===== src/core_consts.svh =====
`ifndef CORE_CONSTS_SVH
`define CORE_CONSTS_SVH

// first fetch after reset
`define RESET_PC 64'h0000_0000_8000_0000

// timer interrupt entry point
`define TRAP_VEC 64'h0000_0000_8000_0100

// a store here sets the timer compare and never reaches the bus
`define MTIMECMP_ADDR 64'h0000_0000_0200_4000

// x0..x31
`define NUM_REGS 32

`endif

===== src/common_pkg.sv =====
`default_nettype none

package common_pkg;

	// address or 64-bit data word
	typedef logic [63:0] u64;

	// instruction word
	typedef logic [31:0] u32;

	// register index
	typedef logic [4:0] creg_addr_t;

	// register value
	typedef logic [63:0] word_t;

endpackage

`default_nettype wire


===== src/pipes_pkg.sv =====
`default_nettype none

package pipes_pkg;
	import common_pkg::*;

	// ILLEGAL retires as a no-op
	typedef enum logic [3:0] {
		ADDI,
		ADD,
		SUB,
		AND,
		OR,
		XOR,
		LUI,
		LD,
		SD,
		BEQ,
		BNE,
		JAL,
		MRET,
		ILLEGAL
	} op_t;

	typedef enum logic [2:0] {
		FETCH,
		EXEC,
		MEM,
		WB,
		TRAP
	} state_t;

	// imm is already sign-extended to 64 bits
	typedef struct packed {
		op_t        op;
		creg_addr_t rd;
		creg_addr_t rs1;
		creg_addr_t rs2;
		word_t      imm;
	} decoded_t;

endpackage

`default_nettype wire


===== src/step_if.sv =====
`timescale 1ns/100ps
`default_nettype none

interface step_if import common_pkg::*, pipes_pkg::*; ();

	// one strobe per controller state
	logic load_ir;
	logic exec;
	logic mem_ok;
	logic wb;
	logic take_trap;

	// decode results back to the controller
	op_t op;
	u64  mem_addr;
	u64  store_data;

	modport ctl (
		output load_ir, exec, mem_ok, wb, take_trap,
		input  op, mem_addr, store_data
	);

	modport dp (
		input  load_ir, exec, mem_ok, wb, take_trap,
		output op, mem_addr, store_data
	);

endinterface

`default_nettype wire


===== src/core.sv =====
`timescale 1ns/100ps
`default_nettype none

module core import common_pkg::*; (
	input  logic clk,
	input  logic reset,
	output logic ireq_valid,
	output u64   ireq_addr,
	input  logic iresp_data_ok,
	input  u32   iresp_data,
	output logic dreq_valid,
	output logic dreq_write,
	output u64   dreq_addr,
	output u64   dreq_wdata,
	input  logic dresp_data_ok,
	input  u64   dresp_data
);

	logic pending;
	logic cmp_we;
	u64 cmp_data;

	step_if step ();

	controller controller (
		.clk(clk),
		.reset(reset),
		.step(step),
		.pending(pending),
		.cmp_we(cmp_we),
		.cmp_data(cmp_data),
		.ireq_valid(ireq_valid),
		.iresp_data_ok(iresp_data_ok),
		.dreq_valid(dreq_valid),
		.dreq_write(dreq_write),
		.dresp_data_ok(dresp_data_ok)
	);

	timer timer (
		.clk(clk),
		.reset(reset),
		.cmp_we(cmp_we),
		.cmp_data(cmp_data),
		.pending(pending)
	);

	// pc drives the fetch address directly
	datapath datapath (
		.clk(clk),
		.reset(reset),
		.step(step),
		.instr(iresp_data),
		.rdata(dresp_data),
		.pc(ireq_addr),
		.daddr(dreq_addr),
		.wdata(dreq_wdata)
	);

endmodule

`default_nettype wire


===== src/datapath.sv =====
`timescale 1ns/100ps
`default_nettype none

`include "core_consts.svh"

module datapath import common_pkg::*, pipes_pkg::*; (
	input  logic clk,
	input  logic reset,
	step_if.dp   step,
	input  u32   instr,
	input  u64   rdata,
	output u64   pc,
	output u64   daddr,
	output u64   wdata
);

	u32 ir;
	decoded_t dec;
	logic [6:0] opcode;
	logic [2:0] funct3;
	logic [6:0] funct7;
	word_t regs [`NUM_REGS];
	word_t rs1_val, rs2_val;
	word_t alu_out, alu_res, load_data;
	logic branch_cond, taken;
	logic writes_rd;
	u64 mepc;

	assign opcode = ir[6:0];
	assign funct3 = ir[14:12];
	assign funct7 = ir[31:25];

	always_comb begin
		dec.op = ILLEGAL;
		dec.rd = ir[11:7];
		dec.rs1 = ir[19:15];
		dec.rs2 = ir[24:20];
		dec.imm = '0;
		case (opcode)
			7'b0010011: begin
				dec.imm = {{52{ir[31]}}, ir[31:20]};
				if (funct3 == 3'b000) begin
					dec.op = ADDI;
				end
			end
			7'b0110011: begin
				if (funct7 == 7'b0000000) begin
					case (funct3)
						3'b000: dec.op = ADD;
						3'b111: dec.op = AND;
						3'b110: dec.op = OR;
						3'b100: dec.op = XOR;
						default: dec.op = ILLEGAL;
					endcase
				end else if (funct7 == 7'b0100000 && funct3 == 3'b000) begin
					dec.op = SUB;
				end
			end
			7'b0110111: begin
				dec.op = LUI;
				dec.imm = {{32{ir[31]}}, ir[31:12], 12'b0};
			end
			7'b0000011: begin
				dec.imm = {{52{ir[31]}}, ir[31:20]};
				if (funct3 == 3'b011) begin
					dec.op = LD;
				end
			end
			7'b0100011: begin
				dec.imm = {{52{ir[31]}}, ir[31:25], ir[11:7]};
				if (funct3 == 3'b011) begin
					dec.op = SD;
				end
			end
			7'b1100011: begin
				dec.imm = {{51{ir[31]}}, ir[31], ir[7], ir[30:25], ir[11:8], 1'b0};
				if (funct3 == 3'b000) begin
					dec.op = BEQ;
				end else if (funct3 == 3'b001) begin
					dec.op = BNE;
				end
			end
			7'b1101111: begin
				dec.op = JAL;
				dec.imm = {{43{ir[31]}}, ir[31], ir[19:12], ir[20], ir[30:21], 1'b0};
			end
			7'b1110011: begin
				if (ir == 32'h3020_0073) begin
					dec.op = MRET;
				end
			end
			default: dec.op = ILLEGAL;
		endcase
	end

	// x0 reads zero
	assign rs1_val = (dec.rs1 == '0) ? '0 : regs[dec.rs1];
	assign rs2_val = (dec.rs2 == '0) ? '0 : regs[dec.rs2];

	always_comb begin
		case (dec.op)
			ADDI: alu_out = rs1_val + dec.imm;
			ADD: alu_out = rs1_val + rs2_val;
			SUB: alu_out = rs1_val - rs2_val;
			AND: alu_out = rs1_val & rs2_val;
			OR: alu_out = rs1_val | rs2_val;
			XOR: alu_out = rs1_val ^ rs2_val;
			LUI: alu_out = dec.imm;
			JAL: alu_out = pc + 64'd4;
			default: alu_out = '0;
		endcase
	end

	assign branch_cond = (dec.op == JAL) ||
		(dec.op == BEQ && rs1_val == rs2_val) ||
		(dec.op == BNE && rs1_val != rs2_val);

	assign writes_rd = (dec.op == ADDI) || (dec.op == ADD) || (dec.op == SUB) ||
		(dec.op == AND) || (dec.op == OR) || (dec.op == XOR) ||
		(dec.op == LUI) || (dec.op == LD) || (dec.op == JAL);

	// registers hold still until wb, so the bus address stays stable through MEM
	assign daddr = rs1_val + dec.imm;
	assign wdata = rs2_val;

	assign step.op = dec.op;
	assign step.mem_addr = daddr;
	assign step.store_data = wdata;

	always_ff @(posedge clk) begin
		if (step.load_ir) begin
			ir <= instr;
		end
		if (step.exec) begin
			alu_res <= alu_out;
			taken <= branch_cond;
		end
		if (step.mem_ok) begin
			load_data <= rdata;
		end
	end

	always_ff @(posedge clk) begin
		if (step.wb && writes_rd && dec.rd != '0) begin
			regs[dec.rd] <= (dec.op == LD) ? load_data : alu_res;
		end
	end

	// pc has already moved past the retired instruction when the trap is taken
	always_ff @(posedge clk) begin
		if (step.take_trap) begin
			mepc <= pc;
		end
	end

	always_ff @(posedge clk) begin
		if (reset) begin
			pc <= `RESET_PC;
		end else if (step.take_trap) begin
			pc <= `TRAP_VEC;
		end else if (step.wb) begin
			if (dec.op == MRET) begin
				pc <= mepc;
			end else if (taken) begin
				pc <= pc + dec.imm;
			end else begin
				pc <= pc + 64'd4;
			end
		end
	end

endmodule

`default_nettype wire


===== src/timer.sv =====
`timescale 1ns/100ps
`default_nettype none

module timer import common_pkg::*; (
	input  logic clk,
	input  logic reset,
	input  logic cmp_we,
	input  u64   cmp_data,
	output logic pending
);

	u64 count;
	u64 cmp;

	// free-running cycle count
	always_ff @(posedge clk) begin
		if (reset) begin
			count <= '0;
		end else begin
			count <= count + 64'd1;
		end
	end

	// compare at all ones keeps the interrupt quiet until software sets it
	always_ff @(posedge clk) begin
		if (reset) begin
			cmp <= '1;
			pending <= 1'b0;
		end else if (cmp_we) begin
			cmp <= cmp_data;
			pending <= 1'b0;
		end else begin
			pending <= (count >= cmp);
		end
	end

endmodule

`default_nettype wire


===== src/controller.sv =====
`timescale 1ns/100ps
`default_nettype none

`include "core_consts.svh"

module controller import common_pkg::*, pipes_pkg::*; (
	input  logic clk,
	input  logic reset,
	step_if.ctl  step,
	input  logic pending,
	output logic cmp_we,
	output u64   cmp_data,
	output logic ireq_valid,
	input  logic iresp_data_ok,
	output logic dreq_valid,
	output logic dreq_write,
	input  logic dresp_data_ok
);

	state_t state, state_next;
	logic in_trap;
	logic mem_op;
	logic cmp_store;

	assign mem_op = (step.op == LD) || (step.op == SD);

	// timer compare store, handled locally in one MEM cycle
	assign cmp_store = (step.op == SD) && (step.mem_addr == `MTIMECMP_ADDR);

	always_comb begin
		state_next = state;
		case (state)
			FETCH: begin
				if (ireq_valid && iresp_data_ok) begin
					state_next = EXEC;
				end
			end
			EXEC: begin
				state_next = mem_op ? MEM : WB;
			end
			MEM: begin
				if (cmp_store || (dreq_valid && dresp_data_ok)) begin
					state_next = WB;
				end
			end
			WB: begin
				// MRET retires with in_trap still set, so no trap on it
				state_next = (pending && !in_trap) ? TRAP : FETCH;
			end
			TRAP: begin
				state_next = FETCH;
			end
			default: begin
				state_next = FETCH;
			end
		endcase
	end

	always_ff @(posedge clk) begin
		if (reset) begin
			state <= FETCH;
			in_trap <= 1'b0;
			ireq_valid <= 1'b0;
			dreq_valid <= 1'b0;
		end else begin
			state <= state_next;
			// requests rise on state entry and fall after data_ok
			ireq_valid <= (state_next == FETCH);
			dreq_valid <= (state_next == MEM) && !cmp_store;
			if (state == TRAP) begin
				in_trap <= 1'b1;
			end else if (state == WB && step.op == MRET) begin
				in_trap <= 1'b0;
			end
		end
	end

	assign dreq_write = dreq_valid && (step.op == SD);

	assign cmp_we = (state == MEM) && cmp_store;
	assign cmp_data = step.store_data;

	assign step.load_ir = (state == FETCH) && ireq_valid && iresp_data_ok;
	assign step.exec = (state == EXEC);
	assign step.mem_ok = (state == MEM) && dreq_valid && dresp_data_ok;
	assign step.wb = (state == WB);
	assign step.take_trap = (state == TRAP);

endmodule

`default_nettype wire


===== config.mk =====
export PLATFORM = sky130hd
export DESIGN_NAME = core
export DESIGN_NICKNAME = d
export VERILOG_FILES = /design/src/common_pkg.sv /design/src/pipes_pkg.sv /design/src/step_if.sv /design/src/core.sv /design/src/datapath.sv /design/src/timer.sv /design/src/controller.sv
export VERILOG_INCLUDE_DIRS = /design/src
export SDC_FILE = /design/constraint.sdc
export NUM_CORES = 2
export LEC_CHECK = 0
export BUFFER_PORTS_ARGS = -buffer_cell sky130_fd_sc_hd__buf_2
export CORE_UTILIZATION = 55
export DETAILED_ROUTE_END_ITERATION = 7
export PLACE_DENSITY = 0.8
export SYNTH_ARGS = -nofsm -noshare
export SYNTH_HDL_FRONTEND = slang
export SYNTH_HIERARCHICAL = 1
export SYNTH_SLANG_ARGS = --single-unit

===== constraint.sdc =====
create_clock -name clk -period 21.6 [get_ports clk]
set_input_delay 2.16 -clock clk [delete_from_list [all_inputs] [get_ports clk]]
set_output_delay 2.16 -clock clk [all_outputs]
set_load 0.03 [all_outputs]

==> run_results.csv <==
group,metric,value,unit
drt,drc,5,
drt,ant_nets,0,
power,power.switching,5.73,mW
power,fin_total_pwr,15.5,mW
timing,period_share,0.584,
drt,wirelength,556,mm
timing,setup_viol,0,
global_routing,antenna_found_initial,54,
power,power_frac_clock,0.305,
critical_path,end_kind,"primary output",
critical_path,worst-endpoint-arrival,10.46,ns
timing,tightest_slew,1.46,ns
global_routing,track_usage,0.444,
power,seq_power_share,0.354,
critical_path,reg2reg_depth,30,
min_path,hp-start,"timer/cmp[12]$_SDFFE_PP1P_",
synthesis,synth_seq_cells,2482,
power,power.leakage,50.2,nW
run_status,outcome,"finished with violations",
critical_path,crit_cells,22,
synthesis,synthTopCellsByCount,"edfxtp_1 (2,273), mux4_2 (1,223), nand2_1 (646)",
clock_network,htreeDepth,5,
final_layout,post-route-util,0.606,
placed_design,dp_hpwl,334,mm
synthesis,ys_seq_area_frac,0.537,
drt,wl_per_cell,43.4,microns
timing,max_freq,0.0793,GHz
synthesis,netlist_top_cells_area,"edfxtp_1 (51%), mux4_2 (20%), dfxtp_1 (3.1%), ha_1 (2.9%), nand2_1 (1.8%)",
clock_network,clkSinkCount,2482,
critical_path,critPathTopFamily,"buffers and inverters",
final_layout,fin_nets,9805,
drt,vias,102000,
critical_path,critPathMaxStageDelay,0.94,ns
timing,finalHoldViolCount,0,
synthesis,synth_top_cell_area_share,0.506,
critical_path,critPathSlowestCell,"buf_4",
floorplanning,die_w,497,microns
global_routing,grt_pass1_wl,767,mm
floorplanning,fp.coreArea,243000,sq um
timing,layout_min_cycle_time,12.62,ns
power,p_int,9.80,mW
floorplanning,initial_utilization,0.554,
critical_path,start_kind,"flip-flop",
floorplanning,rows,181,
drt,first_pass_iters,8,
drt,via_per_inst,7.95,
floorplanning,io_pins,295,
clock_network,root_buffer,"clkbuf_16",
power,sw_frac_of_total,0.369,
min_path,min_path_type,"reg2reg",
critical_path,cp_max_fo,65,
clock_network,post_cts_buffers,0,
synthesis,synth.most_common_cell,"edfxtp_1",
timing,finalClockSkew,0.127,ns
drt,drt_iter0_markers,19600,
clock_network,cts_buffers,278,
global_routing,grt_pass1_vias,97700,
synthesis,ys_types,125,
critical_path,path_common_cell,"buf_4",
synthesis,ys.flop_type,"edfxtp_1",
critical_path,crit_buf_inv,5,
min_path,min_path_cells,2,
timing,fin_setup_tns,0,ns
final_layout,drive_above_1_share,0.251,
clock_network,clkTransAtPathRegs,0.06,ns
synthesis,synth_area_leader_cell,"edfxtp_1",
critical_path,required,19.44,ns
clock_network,clk_latency,1.02,ns
synthesis,synth_edf_count,2273,
global_routing,grt_max_degree,149,
placed_design,gp_congestion,1.03,
floorplanning,die_area,247000,sq um
clock_network,cts_tree,"done",
critical_path,worstPathCellList,"buf_4 -> buf_4 -> buf_4 -> mux4_2 -> mux4_2 -> nand2_1 -> a21oi_1 -> inv_1 -> fa_1 -> nand2b_1 -> a21oi_1 -> o2111ai_1 -> a211o_1 -> o311ai_0 -> maj3_1 -> a21oi_2 -> o21ai_1 -> a31oi_1 -> nand2b_1 -> mux2i_1 -> xnor2_1 -> buf_2",
synthesis,syn-instance-count,9328,
synthesis,async_flop_share,0,
synthesis,avgSynthCellArea,14.5,sq um
timing,rsz0062_at_grt,"no",
clock_network,ctsResizeCount,0,
critical_path,critPathKind,"reg2out",
global_routing,grt_overflow,0,
floorplanning,die_h,497,microns
power,comb_power_share,0.342,
clock_network,holdBufCountCts,0,
run,maxCapViolCount,0,
run_status,violations,"design-rule violations",
final_layout,syn_to_final_growth,9.36,%
clock_network,clk_path_buf_depth,4,
synthesis,syn_area,135000,sq um
placed_design,io_buffers,294,
power,vdd_ir_drop_max,0.0000942,V
timing,relSlewSlack,0.0260,
power,power.density,105,nW/um^2
synthesis,yosysWarnings,6,
timing,drv_slew,0,
## cells by family after synthesis
kind of cell	Yosys count	share of synthesized area
xor gates and xnor gates	259	0.0168
DFF	2482	0.537
adders and majority gates	328	0.0305
AOI/OAI and AO/OA	1714	0.0844
buffers and inverters	1150	0.0406
and+or+nand+nor	1986	0.0721
other	1	0.0000278
muxes	1408	0.219
## path summary, 6_finish.rpt
kind | to | slack (ns)
setup reg to reg | timer/cmp[0]$_SDFFE_PP1P_ | 9.63
hold reg to reg | timer/cmp[12]$_SDFFE_PP1P_ | 0.49
hold / removal | timer/cmp[12]$_SDFFE_PP1P_ | 0.49
setup / recovery | dreq_addr[42] | 8.98
## worst register-to-register path, delay by kind of cell (launching register included)
kind | cells | cell delay (ns)
adder cells (fa/ha/maj) | 1 | 0.26
XOR/XNOR | 1 | 0.12
AND/OR/NAND/NOR | 12 | 2.53
flip-flops | 1 | 0.63
buffers and inverters | 6 | 3.99
AO/OA/AOI/OAI | 7 | 3.29
multiplexers | 3 | 0.99
## state kept, by name (all words and copies together) (netlist names), named ones only
| name | count |
|---|---|
| datapath/pc | 62 |
| controller/in_trap | 1 |
| controller/dreq_valid | 1 |
| datapath/alu_res | 64 |
| controller/state | 3 |
| datapath/regs | 2048 |
| timer/cmp | 64 |
| datapath/mepc | 64 |
| timer/count | 64 |
| datapath/ir | 32 |
| controller/ireq_valid | 1 |
| datapath/load_data | 64 |
| datapath/taken | 1 |
| timer/pending | 1 |
## routing by layer
| metal | global-route usage | routed length (microns) | share of wire | vias to the layer above |
|---|---|---|---|---|
| met1 | 0.537 | 174000 | 0.31 | 50000 |
| met4 | 0.333 | 50600 | 0.091 | 28 |
| met2 | 0.644 | 240000 | 0.43 | 11600 |
| met3 | 0.170 | 91800 | 0.17 | 2918 |
| met5 | 0.00965 | 525 | 0.00094 | - |
| li1 | - | - | - | 37300 |
## per-stage QoR
step | hold slack [ns] | worst slack, ns | std cells | instance area, sq um
final | 0.486 | 8.98 | 12800 | 148000
after detailed placement | 0.474 | 10.21 | 12300 | 139000
after global routing | 0.498 | 8.97 | 12800 | 147000
after CTS | 0.489 | 9.39 | 12800 | 147000
after global placement | 0.460 | 10.20 | 12300 | 139000
after floorplan | 0.430 | 12.46 | 9391 | 135000
## layout make-up
class                      count  area (sq um)
antenna                       50           125
clock buffer                 346          7550
clock inverter               126          1130
fill                       16700         95900
inverter                     324          1220
multi-input combinational   5759         57600
sequential                  2482         72500
tap                         3202          4010
timing repair buffer         538          3440
## placed cells by master (no fill, tap or decap), types with 233 or more instances in the layout
cell type  Yosys  routed
buf_2         68     294
buf_4        221     233
edfxtp_1    2273    2273
nor2_1       479     443
a21oi_1      484     482
o21ai_0      291     291
mux4_2      1223    1223
ha_1         318     318
nand2_1      646     643
clkbuf_16      0     290
inv_1        309     304
## power groups by stage
stage                     sequential, mW  combinational (mW)  clock, mW
after floorplan                     5.52                3.40          0
after global placement              5.58                4.92          0
after detailed placement            5.58                4.96          0
after CTS                           5.48                5.06       4.72
after global routing                5.49                5.39       4.88
final                               5.49                5.31       4.74
No activity file was read; power rests on OpenSTA's default activity.
